File: config.mk
export PLATFORM = sky130hd
export DESIGN_NAME = load_extract
export DESIGN_NICKNAME = d
export VERILOG_FILES = /design/src/lsu_pkg.sv /design/src/load_extract.sv
export VERILOG_INCLUDE_DIRS = /design/src
export SDC_FILE = /design/constraint.sdc
export NUM_CORES = 1
export LEC_CHECK = 0
export BUFFER_PORTS_ARGS = -buffer_cell sky130_fd_sc_hd__buf_4
export CAP_MARGIN = 40
export CORE_MARGIN = 2
export CORE_UTILIZATION = 40
export DETAILED_ROUTE_END_ITERATION = 6
export GPL_TIMING_DRIVEN = 0
export PLACE_DENSITY = 0.85
export SLEW_MARGIN = 30
export SYNTH_ARGS = -nofsm -noshare
export SYNTH_HDL_FRONTEND = slang
export SYNTH_SLANG_ARGS = --single-unit
File: constraint.sdc
create_clock -name vclk -period 1.78
set_input_delay 0.178 -clock vclk [all_inputs]
set_output_delay 0.178 -clock vclk [all_outputs]
set_load 0.05 [all_outputs]
File: src/lsu_config.svh
`ifndef LSU_CONFIG_SVH
`define LSU_CONFIG_SVH

// Build-time parameters of the load/store unit

// Word-address width of the data memory
// 10 gives 1024 words of 32 bits or 4 KiB in total
// Byte addresses carry two extra bits below this
`define LSU_AW 10

// Base slack in cycles for the simulation timeout
// The testbench adds a multiple of its request count
`define LSU_TIMEOUT_BASE 100

`endif

File: src/lsu_pkg.sv
`include "lsu_config.svh"

package lsu_pkg;

  // Memory opcodes
  // Loads keep their RV32 funct3 codes, stores fill the free ones
  typedef enum logic [2:0] {
    LB  = 3'b000,
    LH  = 3'b001,
    LW  = 3'b010,
    SB  = 3'b011,
    LBU = 3'b100,
    LHU = 3'b101,
    SH  = 3'b110,
    SW  = 3'b111
  } mem_op_e;

  // Access width shared by both directions
  typedef enum logic [1:0] {
    BYTE = 2'd0,
    HALF = 2'd1,
    WORD = 2'd2
  } access_size_e;

  // Request from the core with one strobe per request
  typedef struct packed {
    logic                 valid;
    mem_op_e              op;
    // Byte address
    logic [`LSU_AW+1:0]   addr;
    logic [31:0]          wdata;
  } lsu_req_t;

  // Response exactly one cycle after its request
  typedef struct packed {
    logic        valid;
    logic        err;
    logic [31:0] rdata;
  } lsu_rsp_t;

  // Byte-strobed write command into the data memory
  typedef struct packed {
    logic               we;
    logic [`LSU_AW-1:0] word_addr;
    logic [3:0]         wstrb;
    logic [31:0]        wdata;
  } mem_wr_t;

  // Request state carried over to the response cycle
  typedef struct packed {
    logic         valid;
    logic         err;
    logic         is_load;
    access_size_e size;
    logic         is_unsigned;
    logic [1:0]   offset;
  } load_ctx_t;

endpackage

File: src/load_extract.sv
module load_extract (
  input  lsu_pkg::load_ctx_t load_ctx,
  input  logic [31:0]        rdata_word,
  output lsu_pkg::lsu_rsp_t  rsp
);
  import lsu_pkg::*;

  logic [31:0] shifted;
  logic [31:0] extended;
  logic        keep_data;

  // Move the addressed lane down to bit 0
  assign shifted = rdata_word >> {load_ctx.offset, 3'b000};

  // Mask to the access size, then sign- or zero-extend
  always_comb begin
    unique case (load_ctx.size)
      BYTE: begin
        if (load_ctx.is_unsigned) begin
          extended = {24'h0, shifted[7:0]};
        end else begin
          extended = {{24{shifted[7]}}, shifted[7:0]};
        end
      end
      HALF: begin
        if (load_ctx.is_unsigned) begin
          extended = {16'h0, shifted[15:0]};
        end else begin
          extended = {{16{shifted[15]}}, shifted[15:0]};
        end
      end
      WORD: begin
        extended = shifted;
      end
      default: begin
        extended = 32'h0;
      end
    endcase
  end

  // Stores, refused requests and idle cycles return zero
  assign keep_data = load_ctx.valid && load_ctx.is_load && !load_ctx.err;

  always_comb begin
    rsp.valid = load_ctx.valid;
    rsp.err   = load_ctx.err;
    rsp.rdata = keep_data ? extended : 32'h0;
  end

endmodule

==> reports/metrics.yaml <==
sta:
  drv_slew: 0
  rsz0062_at_grt: "yes"
  layout_setup_ws_ps: 6.666
  max_slew.worst_pin.slew_ps: 520.5
  finalCriticalPeriod_ps: 1773
  setup_violations: 0
  period_share_pct: 99.63
  hold_slack_ps: 703.1
  maxSlewHeadroom_pct: 64.93
  finalHoldViolCount: 0
  max_freq_mhz: 563.9
hold_path:
  min_path_cells: 3
  hold_class: "in -> out"
  hold_path_startpoint: "load_ctx[6]"
  hold_end: "rsp[32]"
worst_setup_path:
  critPathKind: "in -> out"
  critPathCaptureType: "output port"
  cpMaxStageDelayCell: "mux4_2"
  worstPathMaxFanout: 7
  path_delay_family: "multiplexers"
  cp.required_ps: 1600
  cp_cell_sequence: "buf_12 > mux4_2 > nand2_4 > a21boi_4 > clkbuf_16 > a21oi_2 > buf_6"
  worstPathArrival_ps: 1600
  startpoint_type: "input port"
  path_buf_inv: 3
  cp_num_cells: 7
  slowest_delay_ps: 530
floorplanning:
  rows: 16
  initial_core_util_pct: 42.03
  design.portCount: 74
  dieArea_um2: 2440
  core_area_um2: 1962
  die_h_um: 49.40
  die_w_um: 49.40
routing:
  drtIter0Drc: 43
  via_per_inst: 5.594
  dr.pass1.iters: 4
  remaining_drc_errors: 0
  ant_nets: 0
  avgRoutedWirePerCell_um: 16.35
  routed_wl_um: 3826
  vias: 1309
finish:
  fin_nets: 249
  fin_cells: 234
  syn2layout_area_growth_pct: 102.4
  final_common_cell: "buf_4"
  seq_cell_count: 0
  final_cell_mix: "buf_4, a21oi_2, nand2_1"
  drive_gt1_share_pct: 62.32
  n_antenna_cell: 0
  postLayoutCoreUtil_pct: 85.08
  clkbuf_count: 0
  regArea_um2: 0
job:
  cap_violations: 0
yosys:
  seq_area_frac_synth_pct: 0
  syn_nets: 168
  synth_cell_types: 23
  yosysWarnings: 0
  syn_inst: 128
  synthTopCellsByArea: "a21oi_1, a211oi_1, mux2_2"
  syn_area_per_cell_um2: 6.442
  synth_top_area_share_pct: 14.57
  synth_area_leader_cell: "a21oi_1"
  syn_area_um2: 824.5
clocking:
  cts_hold_buf: 0
grt:
  grt_pass1_wl_um: 5602
  overflow: 0
  grt_antenna_before_repair: 0
  track_usage_pct: 27.78
  grt_pass1_vias: 1161
  grt_max_degree: 20
placed_design:
  dp.cells: 226
  io_buffers: 71
  place.gp.congestion: 0.8942
  place_ws_ps: -234.3
  hpwl_um: 2696
power_and_ir_drop:
  max-vdd-ir-drop_mv: 0.1564
  static-leakage-power_uw: 0.0007262
  p_total_uw: 369.3
  power_density_nw_per_um2: 221.2
run_status:
  status: "finished clean"
metrics by stage:
stage,TNS (ps),area (um^2)
after detailed placement,-2830,1481
after global routing,-236.1,1669
after global placement,-2341,1481
after floorplan,-2720,914.6
after CTS,0,1509
final,0,1669
report_power, final:
group | switching [uW] | internal (uW)
Sequential | 0 | 0
Combinational | 203 | 167
Clock | 0 | 0
Total | 203 | 167
cells in the mapped netlist, drive strengths merged (2+ instances only):
cell    count
and2        7
buf         8
a21oi      24
mux2i       8
nand2      19
o22ai       2
nor2        7
mux2        8
nor2b      10
nor3b       2
a211oi     14
clkbuf      7
o21ai       6
kinds of logic after synthesis:
group | synth area share, %
multiplexers | 23.37
AO/OA/AOI/OAI | 34.75
buffers and inverters | 10.17
XOR/XNOR | 1.062
AND/OR/NAND/NOR | 30.65
repair_timing:
item | CTS | global route
pin swaps | 0 | 2
cloned | 0 | 1
setup endpoints to repair | 19 | 25
gates resized for setup | 3 | 29
buffers inserted | 3 | 5
tightest hold or removal path, stage by stage:
cell   delay, ps
buf_4         80
buf_4         90
buf_4        180
worst max-delay path by stage:
| stage | startpoint | to | slack [ps] |
|---|---|---|---|
| floorplan | load_ctx[3] | rsp[1] | -400 |
| CTS | load_ctx[3] | rsp[28] | 10 |
| global placement | load_ctx[1] | rsp[28] | -210 |
| finish | load_ctx[1] | rsp[25] | 7 |
| detailed placement | load_ctx[1] | rsp[25] | -230 |
| global route | load_ctx[1] | rsp[16] | -30 |
metal layers:
metal | wire [um] | up-vias | global-route usage (%)
li1 | - | 619 | -
met5 | 0 | - | 0
met2 | 1940 | 76 | 49.32
met3 | 350 | 2 | 2.761
met1 | 1524 | 612 | 37.61
met4 | 10 | 0 | 1.852
area by class of cell:
cell class | count | area, um^2
fillers | 122 | 292.8
well taps | 27 | 33.78
multi-input cells | 113 | 853.3
plain buffers | 14 | 100.1
repair buffers | 80 | 681.9
(Power assumes the default switching activity.)
