**config.mk**
```make
export PLATFORM = sky130hd
export DESIGN_NAME = store_align
export DESIGN_NICKNAME = d
export VERILOG_FILES = /design/src/lsu_pkg.sv /design/src/store_align.sv
export VERILOG_INCLUDE_DIRS = /design/src
export SDC_FILE = /design/constraint.sdc
export NUM_CORES = 1
export LEC_CHECK = 0
export BUFFER_PORTS_ARGS = -buffer_cell sky130_fd_sc_hd__buf_4
export CAP_MARGIN = 20
export CORE_MARGIN = 1.5
export CORE_UTILIZATION = 33
export DETAILED_ROUTE_END_ITERATION = 6
export GPL_TIMING_DRIVEN = 0
export PLACE_DENSITY = 0.92
export REMOVE_ABC_BUFFERS = 1
export SLEW_MARGIN = 25
export SYNTH_ARGS = -nofsm -noshare
export SYNTH_HDL_FRONTEND = slang
export SYNTH_SLANG_ARGS = --single-unit
```
**constraint.sdc**
```tcl
create_clock -name vclk -period 2.7
set_input_delay 0.675 -clock vclk [all_inputs]
set_output_delay 0.675 -clock vclk [all_outputs]
set_load 0.01 [all_outputs]
```
**src/lsu_config.svh**
```systemverilog
`ifndef LSU_CONFIG_SVH
`define LSU_CONFIG_SVH

// Build-time parameters of the load/store unit

// Word-address width of the data memory
// 10 gives 1024 words of 32 bits or 4 KiB in total
// Byte addresses carry two extra bits below this
`define LSU_AW 10

// Base slack in cycles for the simulation timeout
// The testbench adds a multiple of its request count
`define LSU_TIMEOUT_BASE 100

`endif

```
**src/lsu_pkg.sv**
```systemverilog
`include "lsu_config.svh"

package lsu_pkg;

  // Memory opcodes
  // Loads keep their RV32 funct3 codes, stores fill the free ones
  typedef enum logic [2:0] {
    LB  = 3'b000,
    LH  = 3'b001,
    LW  = 3'b010,
    SB  = 3'b011,
    LBU = 3'b100,
    LHU = 3'b101,
    SH  = 3'b110,
    SW  = 3'b111
  } mem_op_e;

  // Access width shared by both directions
  typedef enum logic [1:0] {
    BYTE = 2'd0,
    HALF = 2'd1,
    WORD = 2'd2
  } access_size_e;

  // Request from the core with one strobe per request
  typedef struct packed {
    logic                 valid;
    mem_op_e              op;
    // Byte address
    logic [`LSU_AW+1:0]   addr;
    logic [31:0]          wdata;
  } lsu_req_t;

  // Response exactly one cycle after its request
  typedef struct packed {
    logic        valid;
    logic        err;
    logic [31:0] rdata;
  } lsu_rsp_t;

  // Byte-strobed write command into the data memory
  typedef struct packed {
    logic               we;
    logic [`LSU_AW-1:0] word_addr;
    logic [3:0]         wstrb;
    logic [31:0]        wdata;
  } mem_wr_t;

  // Request state carried over to the response cycle
  typedef struct packed {
    logic         valid;
    logic         err;
    logic         is_load;
    access_size_e size;
    logic         is_unsigned;
    logic [1:0]   offset;
  } load_ctx_t;

endpackage

```
**src/store_align.sv**
```systemverilog
`include "lsu_config.svh"

module store_align (
  input  logic                  st_en,
  input  lsu_pkg::access_size_e size,
  input  logic [1:0]            offset,
  input  logic [31:0]           wdata,
  input  logic [`LSU_AW-1:0]    word_addr,
  output lsu_pkg::mem_wr_t      mem_wr
);
  import lsu_pkg::*;

  logic [31:0] lane_data;
  logic [3:0]  lane_strb;

  // Replicate the low bytes so every lane holds the right value
  // The strobe then picks which lanes land in memory
  always_comb begin
    unique case (size)
      BYTE: begin
        lane_data = {4{wdata[7:0]}};
        lane_strb = 4'b0001 << offset;
      end
      HALF: begin
        lane_data = {2{wdata[15:0]}};
        // Offset is 0 or 2 whenever st_en is high
        lane_strb = 4'b0011 << offset;
      end
      WORD: begin
        lane_data = wdata;
        lane_strb = 4'b1111;
      end
      default: begin
        lane_data = wdata;
        lane_strb = 4'b0000;
      end
    endcase
  end

  // Pack the write command
  // Alignment was already checked upstream
  always_comb begin
    mem_wr.we        = st_en;
    mem_wr.word_addr = word_addr;
    mem_wr.wstrb     = lane_strb;
    mem_wr.wdata     = lane_data;
  end

endmodule

```
==> results.md <==
- Summed over all cells, the static leakage comes to 0.5291 nW.
- The number of unique standard cell types used by synthesis is 13.
- After detailed routing, no signal wire sits above met3.
- Setup repair after global routing left no endpoint under its margin.
- The first-iteration detailed-routing DRC count is 3.
- The detailed-route wire length per cell is approximately 13 um.
- In the global route stage, overall resource usage came out at between 10% and 20%.
- For this run, design rule violations remaining after detail routing come to 0.
- For hold timing, the worst endpoint is mem_wr[40].
- After technology mapping, the gate count stands at 75.
- The worst hold path depth is 0.
- In this run, post-CTS repair resized a total of 0 instances.
- The via count of the first global-routing pass is between 600 and 700.
- The final critical delay including setup and external delays is 2.264 ns.
- Of the cells placed in the final design, the portion with a size suffix greater than 1 is 72.36%.
- Detailed routing placed a total of 1035 um of wire on met2.
- For this run, the slowest stage of the critical path takes 0.35 ns.
- The area fraction of the dominant cell type after synthesis is 29.21%.
- Summing every instance area after synthesis gives roughly 620 um^2.
- The worst path uses 83.87% of the clock period.
- The average cell area after synthesis is 8.225 um^2.
- Of the total synthesized cell area, the portion taken by AND, OR, NAND and NOR gates is 11.76%.
- The post-synthesis compound-gate area fraction is 11.16%.
- The remaining number of nets flagged by the antenna check after routing is 0.
- The area taken by multi-input logic gates is 421.7 um^2.
- The total met3 wirelength after detailed routing is between 200 and 250 um.
- In the synthesized netlist, mux cells make up ~45% of the area.
- Hold repair after CTS inserted 0 buffers.
- The clock buffers instantiated in the layout total 0.
- The largest total area in the synthesized netlist belongs to mux2_2.
- The run finished with clean final reports.
- The largest family of logic cells by synthesized area is multiplexers.
- Summing over every cut layer, the via total after detailed routing is 696.
- The actual transition at the worst max-transition pin is 0.3374 ns.
- The wire length reported by the detailed router is approximately 1900 um.
- The post-detailed-route via-to-cell ratio is 4.703.
- The height of the die is 46.24 um.
- The post-synthesis adder-cell area fraction is 0%.
- During synthesis, Yosys emitted a total of 0 warnings.
- The overflow left after global routing is 0.
- The floorplan step set the die width to around 46 um.
- Across the run, the number of max-cap violations was 0.
- Once layout is done, the placed cells without fillers occupy 993.5 um^2.
- Routability-driven placement finished with a final weighted congestion of around 0.67.
- The type of the worst min-delay path is primary input to output port.
- Post-CTS timing repair inserted 0 buffers for setup.
- The I/O pin count is 94.
- The remaining max-slew budget at the tightest pin is 77.51%.
- By area the synthesized netlist is led by mux2_2, buf_4, mux2i_1.
- The hold violation count in the final report is 0.
- The critical path goes through buf_4 -> nor2_8 -> mux2_2 -> buf_4.
- Once layout is complete, the cells apart from fillers number 148.
- The maximum VDD drop is 107.5 uV.
- After synthesis, flip-flops and latches occupy 0% of the total area.
- The sequential cell area in the final layout is 0 um^2.
- For this run, the post-layout net count is around 170.
- Port buffering added 72 buffers.
- The cell that appears most often on the critical path is buf_4.
- The final worst slack is 0.4355 ns.
- The critical path is of the primary input to output port type.
- Once the floorplan was initialized, standard cells occupied 35.34% of the core.
- Sorting the synthesized cells by how often they occur yields buf_4, mux2_2, mux2i_1.
- Detailed placement ended at an HPWL of between 1500 and 2000 um.
- The area of the placeable core is 1745 um^2.
- Adding up every negative setup slack in the final design gives 0 ns.
- The post-placement cell area is 993.5 um^2.
- The number of antenna violations at the first check in global routing is 0.
- The kind of start point of the critical path is a primary input.
- Setup violations remaining at the end of the flow were counted as 0.
- The number of max-slew violations in the final report is 0.
- Entering global routing, the biggest net connects 31 pins.
- The placed cell count is 148.
- The maximum frequency from static timing analysis is 441.6 MHz.
- The worst hold path begins at word_addr[4].
- The most frequent cell after synthesis is buf_4.
- Row generation in the floorplan step produced 15 rows.
- Data arrives at the worst endpoint at 1.59 ns.
- The layout has about 170 filler cells.
- The wire length on met1 is 635 um.
- Before CTS, the worst setup slack after placement is 0.4193 ns.
- The floorplan step defined a die boundary enclosing 2138 um^2.
- In this run the power density over the cells is 189.0 nW/um^2.
- The first global-routing pass estimated between 2000 and 3000 um of wire.
- The number of antenna diodes in the final layout is 0.
- The type of element capturing the critical path is an output port.
- The master of the slowest instance on the critical path is mux2_2.
- The number of optimization iterations in the first detailed-route pass is 4.
- Along the worst path, the maximum fanout reaches 30.
- The worst hold slack is 1.350 ns.
- The design has 0 sequential cells.
- STA puts the critical path data required time at 2.03 ns.
- Relative to the synthesized area, the layout overhead comes to 61.05%.
- The xor and xnor fraction of the mapped netlist area is 0%.
per-stage QoR:
stage,power [W],utilization [%]
final,0.0001878,56.92
after global routing,0.0002031,56.92
after global placement,0.0001854,56.92
after CTS,0.0001903,56.92
after detailed placement,0.0001898,56.92
after floorplan,0.00006502,-
worst max-delay path: cells and delay by family:
kind	cells	cell delay, ns
buf+inv	2	0.36
mux	1	0.35
simple gates	1	0.19
placed cells by master, fill, tap and decap left out:
cell type / count
and3b_1: 1
mux2_2: 16
o21bai_1: 1
nor2_8: 1
o21ai_0: 9
nor2b_1: 1
buf_4: 72
o21a_1: 1
mux2i_1: 10
nand2_1: 9
nor2_1: 1
o31a_1: 1
kinds of logic (layout without fill, tap and decap cells):
| kind of cell | Yosys count | in the layout |
|---|---|---|
| multiplexers | 26 | 26 |
| buffers and inverters | 24 | 72 |
| AND/OR/NAND/NOR | 13 | 13 |
| AO/OA/AOI/OAI | 12 | 12 |
layer usage:
layer / vias up / global-route usage [%]
li1: 340 / -
met1: 318 / 14.94
met2: 38 / 33.06
met3: 0 / 8.235
met4: 0 / 2.286
met5: - / 0
layout make-up:
class / count / area share, %
repair buffers: 72 / 54.41
multi-input cells: 51 / 42.44
well taps: 25 / 3.149
where the power goes:
part	internal, W	total [W]	switching (W)
Clock	0	0	0
Combinational	0.000112	0.000188	0.0000760
Sequential	0	0	0
Total	0.000112	0.000188	0.0000760
how the worst max path moves through the flow:
| stage | start | end | slack (ns) | cells after the start |
|---|---|---|---|---|
| 6_report | size[1] | mem_wr[14] | 0.44 | 4 |
| 5_1_grt | size[1] | mem_wr[14] | 0.37 | 4 |
| 2_1_floorplan | size[0] | mem_wr[10] | 0.84 | 2 |
| 3_5_place_dp | size[1] | mem_wr[10] | 0.42 | 4 |
| 4_1_cts | size[1] | mem_wr[14] | 0.42 | 4 |
| 3_3_place_gp | size[1] | mem_wr[14] | 0.43 | 4 |
No activity file was read; power rests on OpenSTA's default activity.
