--- config.mk ---
export PLATFORM = sky130hd
export DESIGN_NAME = lsu_ctrl
export DESIGN_NICKNAME = d
export VERILOG_FILES = /design/src/lsu_pkg.sv /design/src/lsu_ctrl.sv
export VERILOG_INCLUDE_DIRS = /design/src
export SDC_FILE = /design/constraint.sdc
export NUM_CORES = 1
export LEC_CHECK = 0
export ABC_AREA = 1
export BUFFER_PORTS_ARGS = -buffer_cell sky130_fd_sc_hd__buf_2
export CORE_UTILIZATION = 25
export CTS_CLUSTER_SIZE = 14
export DETAILED_ROUTE_END_ITERATION = 8
export PLACE_DENSITY = 0.8
export SLEW_MARGIN = 20
export SYNTH_ARGS = -nofsm -noshare
export SYNTH_HDL_FRONTEND = slang
export SYNTH_SLANG_ARGS = --single-unit
--- constraint.sdc ---
create_clock -name clk -period 0.8 [get_ports clk]
set_input_delay 0 -clock clk [delete_from_list [all_inputs] [get_ports clk]]
set_output_delay 0 -clock clk [all_outputs]
set_load 0.05 [all_outputs]
--- src/lsu_config.svh ---
`ifndef LSU_CONFIG_SVH
`define LSU_CONFIG_SVH

// Build-time parameters of the load/store unit

// Word-address width of the data memory
// 10 gives 1024 words of 32 bits or 4 KiB in total
// Byte addresses carry two extra bits below this
`define LSU_AW 10

// Base slack in cycles for the simulation timeout
// The testbench adds a multiple of its request count
`define LSU_TIMEOUT_BASE 100

`endif

--- src/lsu_pkg.sv ---
`include "lsu_config.svh"

package lsu_pkg;

  // Memory opcodes
  // Loads keep their RV32 funct3 codes, stores fill the free ones
  typedef enum logic [2:0] {
    LB  = 3'b000,
    LH  = 3'b001,
    LW  = 3'b010,
    SB  = 3'b011,
    LBU = 3'b100,
    LHU = 3'b101,
    SH  = 3'b110,
    SW  = 3'b111
  } mem_op_e;

  // Access width shared by both directions
  typedef enum logic [1:0] {
    BYTE = 2'd0,
    HALF = 2'd1,
    WORD = 2'd2
  } access_size_e;

  // Request from the core with one strobe per request
  typedef struct packed {
    logic                 valid;
    mem_op_e              op;
    // Byte address
    logic [`LSU_AW+1:0]   addr;
    logic [31:0]          wdata;
  } lsu_req_t;

  // Response exactly one cycle after its request
  typedef struct packed {
    logic        valid;
    logic        err;
    logic [31:0] rdata;
  } lsu_rsp_t;

  // Byte-strobed write command into the data memory
  typedef struct packed {
    logic               we;
    logic [`LSU_AW-1:0] word_addr;
    logic [3:0]         wstrb;
    logic [31:0]        wdata;
  } mem_wr_t;

  // Request state carried over to the response cycle
  typedef struct packed {
    logic         valid;
    logic         err;
    logic         is_load;
    access_size_e size;
    logic         is_unsigned;
    logic [1:0]   offset;
  } load_ctx_t;

endpackage

--- src/lsu_ctrl.sv ---
`include "lsu_config.svh"

module lsu_ctrl (
  input  logic                 clk,
  input  logic                 rst_n,
  input  lsu_pkg::lsu_req_t    req,
  output logic                 st_en,
  output lsu_pkg::access_size_e st_size,
  output logic [1:0]           st_offset,
  output logic [31:0]          st_wdata,
  output logic [`LSU_AW-1:0]   word_addr,
  output lsu_pkg::load_ctx_t   load_ctx
);
  import lsu_pkg::*;

  access_size_e size;
  logic         is_load;
  logic         is_store;
  logic         is_unsigned;
  logic [1:0]   offset;
  logic         misaligned;

  // Split the byte address into word index and lane offset
  assign word_addr = req.addr[`LSU_AW+1:2];
  assign offset    = req.addr[1:0];

  // Opcode decode into size, direction and signedness
  always_comb begin
    size        = WORD;
    is_load     = 1'b0;
    is_store    = 1'b0;
    is_unsigned = 1'b0;
    unique case (req.op)
      LB: begin
        size    = BYTE;
        is_load = 1'b1;
      end
      LH: begin
        size    = HALF;
        is_load = 1'b1;
      end
      LW: begin
        size    = WORD;
        is_load = 1'b1;
      end
      LBU: begin
        size        = BYTE;
        is_load     = 1'b1;
        is_unsigned = 1'b1;
      end
      LHU: begin
        size        = HALF;
        is_load     = 1'b1;
        is_unsigned = 1'b1;
      end
      SB: begin
        size     = BYTE;
        is_store = 1'b1;
      end
      SH: begin
        size     = HALF;
        is_store = 1'b1;
      end
      SW: begin
        size     = WORD;
        is_store = 1'b1;
      end
      default: begin
        size = WORD;
      end
    endcase
  end

  // Halfwords need an even offset, words need offset zero
  assign misaligned = ((size == HALF) && offset[0]) ||
                      ((size == WORD) && (offset != 2'd0));

  // Only a valid, aligned store reaches the memory
  assign st_en     = req.valid && is_store && !misaligned;
  assign st_size   = size;
  assign st_offset = offset;
  assign st_wdata  = req.wdata;

  // Context lines up with the registered memory read
  always_ff @(posedge clk) begin
    if (!rst_n) begin
      load_ctx <= '0;
    end else begin
      load_ctx.valid       <= req.valid;
      load_ctx.err         <= req.valid && misaligned;
      load_ctx.is_load     <= req.valid && is_load;
      load_ctx.size        <= size;
      load_ctx.is_unsigned <= is_unsigned;
      load_ctx.offset      <= offset;
    end
  end

endmodule

==> metrics.cfg <==
[hold_path]
hp-start=req[1]
min_path_cells=0
hold_path.class=input port to output port
holdPathEnd=st_wdata[1]

[critical_path]
cp_top_family=flip-flops
cp_num_buf_inv=1
worstPathCellList=buf_4
start_kind=register
crit_path_max_incr_delay_ns=0.32
crit_required_ns=0.80
crit_fanout=1
end_kind=output port
criticalPathCategory=register to output port
crit_arrival_ns=0.75
crit_path_top_delay_cell=dfxtp_1

[pwr]
p_comb_frac=0.313
switching_share=0.3287
p_leak_nw=0.3184
ir_drop_v=0.0005847
cellPowerDensity_nw_per_um2=1733
internal_power_mw=0.6988
power.switching_mw=0.3422
pwr-share-seq=0.408
clkPwrFrac=0.279

[sta]
grt_setup_unrepaired=false
slew_headroom=0.8350
tightest_slew_ns=0.2492
fmax_ghz=1.328
fin_crit_sh=0.9415
holdWs_ns=0.00001932
setup_viol=0
hold_violations=0
maxSlewViolCount=0
period_needed_ns=0.7532
worst_slack_ns=0.04678

[clocking]
clockBufferDepth=2
cts_tree=done
root_buffer=clkbuf_4
htree_levels=1
clk_pin_slew_ns=0.05
cts-buffers-inserted=3
cts_setup_buffers=0
cts_num_sinks=8

[synth]
synth_edf_count=0
ys_types=12
synthCells=81
syn_nets=131
synth_flop_cell=dfxtp_1
synth_top_cells_by_count=buf_4 (44), dfxtp_1 (8), inv_1 (8)
async_flop_share=0
postSynthAreaPerCell_sq_um=7.847
netlist_area_sq_um=635.6
synth_most_common_cell=buf_4
synth_warnings=0
synth.area.top_cells=buf_4 (52%), dfxtp_1 (25%), nand2_2 (4.9%)
synth_top_cell_by_area=buf_4
yosysTopAreaCellShare=0.5197
synth_seq_area_share=0.2520
ys_ff_latch=8

[placement]
finalWeightedCongestion=0.6803
pre_cts_ws_ns=-0.06564
post-dp-hpwl_mm=1.075
numPortBuffers=20

[floorplanning]
die-height_um=52.42
rows=17
dieArea_sq_um=2748
die_width_um=52.42
start_util=0.2767
design.core.area_sq_um=2297
ios=105

[finish]
fin_util=0.2614
num-fill-cells=238
final_layout_size_suffix_gt1_frac=0.6324
largest_reg_flops=8
regMostFlops=load_ctx
antenna_cells=0
top_regs=load_ctx x8
area_delta_synth_final_pct=-5.512
fin_nets=120

[detailed_routing]
wirelength_mm=1.367
vias_per_cell=4.438
dr.pass1.iters=2
ant_nets=0
drtIter0Drc=6
drc=0
wl_per_cell_um=14.24
num_vias=426

[outcome]
status=finished, final reports clean

[grt]
overflow=0
grt_pass1_vias=381
grt_usage=0.08802
grt_max_degree=7
grt_pass1_wl_mm=1.731
antenna_found_initial=0

[job]
drv_cap=0

==> power groups by stage <==
| stage | sequential (mW) | combinational, mW | clock, mW |
|---|---|---|---|
| global route | 0.426 | 0.345 | 0.331 |
| finish | 0.425 | 0.326 | 0.291 |
| global placement | 0.431 | 0.280 | 0 |
| CTS | 0.425 | 0.304 | 0.303 |
| floorplan | 0.502 | 0.690 | 0 |
| detailed placement | 0.432 | 0.284 | 0 |
==> timing repair <==
| item | 4_1_cts | 5_1_grt |
|---|---|---|
| cloned | 0 | 0 |
| resized for setup | 9 | 12 |
| endpoints found under the hold margin | 2 | 1 |
| pin swaps | 0 | 1 |
| hold buffers | 1 | 1 |
| setup endpoints to repair | 8 | 3 |
==> cell families (layout without fill, tap and decap cells) <==
family,after synthesis,in the layout,share of synthesized area
and+or+nand+nor,18,18,0.1516
AOI/OAI and AO/OA,3,3,0.02953
DFF,8,8,0.2520
buffers and inverters,52,39,0.5669
==> placed cells by master, fill, tap and decap left out <==
master         Yosys  routed
a21oi_1            2       2
a21oi_2            1       1
buf_2              0       9
buf_4             44      16
buf_8              0       1
clkbuf_4           0       3
dfxtp_1            8       8
dlygate4sd3_1      0       2
inv_1              8       6
inv_2              0       2
nand2_1            6       4
nand2_2            5       5
nand2_4            0       2
nand3_1            3       1
nand3_2            1       2
nand3_4            0       1
nor2_4             0       1
nor3_1             1       1
or2_1              1       1
==> cell type report <==
cell class | instances | area [sq um] | area share
Sequential cell | 8 | 160.2 | 0.2667
Inverter | 8 | 30.03 | 0.05000
Tap cell | 28 | 35.03 | 0.05833
Timing Repair Buffer | 28 | 200.2 | 0.3333
Multi-Input combinational cell | 21 | 152.6 | 0.2542
Clock buffer | 3 | 22.52 | 0.03750
==> metrics by stage <==
| stage | area, sq um | power (mW) | TNS [ns] | cells |
|---|---|---|---|---|
| finish | 600.6 | 1.041 | 0 | 96 |
| global route | 600.6 | 1.101 | 0 | 96 |
| CTS | 564.3 | 1.031 | 0 | 96 |
| detailed placement | 508.0 | 0.7158 | -0.06564 | 92 |
| global placement | 508.0 | 0.7109 | -0.03619 | 92 |
| floorplan | 650.6 | 1.193 | 0 | 81 |
==> worst max-delay path by stage <==
stage	startpoint	endpoint	depth (start not counted)
floorplan	req[44]	st_en	6
global placement	req[32]	st_en	6
detailed placement	req[44]	st_en	8
CTS	load_ctx[1]	load_ctx[1]	1
global route	req[44]	st_en	8
finish	load_ctx[6]	load_ctx[6]	1
==> per-layer routing <==
metal	share of wire	routed length (um)	track usage	vias to the layer above
met2	0.51	704	0.1582	52
met3	0.20	271	0.06087	12
met4	0.068	93	0.09211	0
li1	-	-	-	174
met1	0.22	298	0.05164	188
met5	0	0	0	-
No activity file was read; power rests on OpenSTA's default activity.
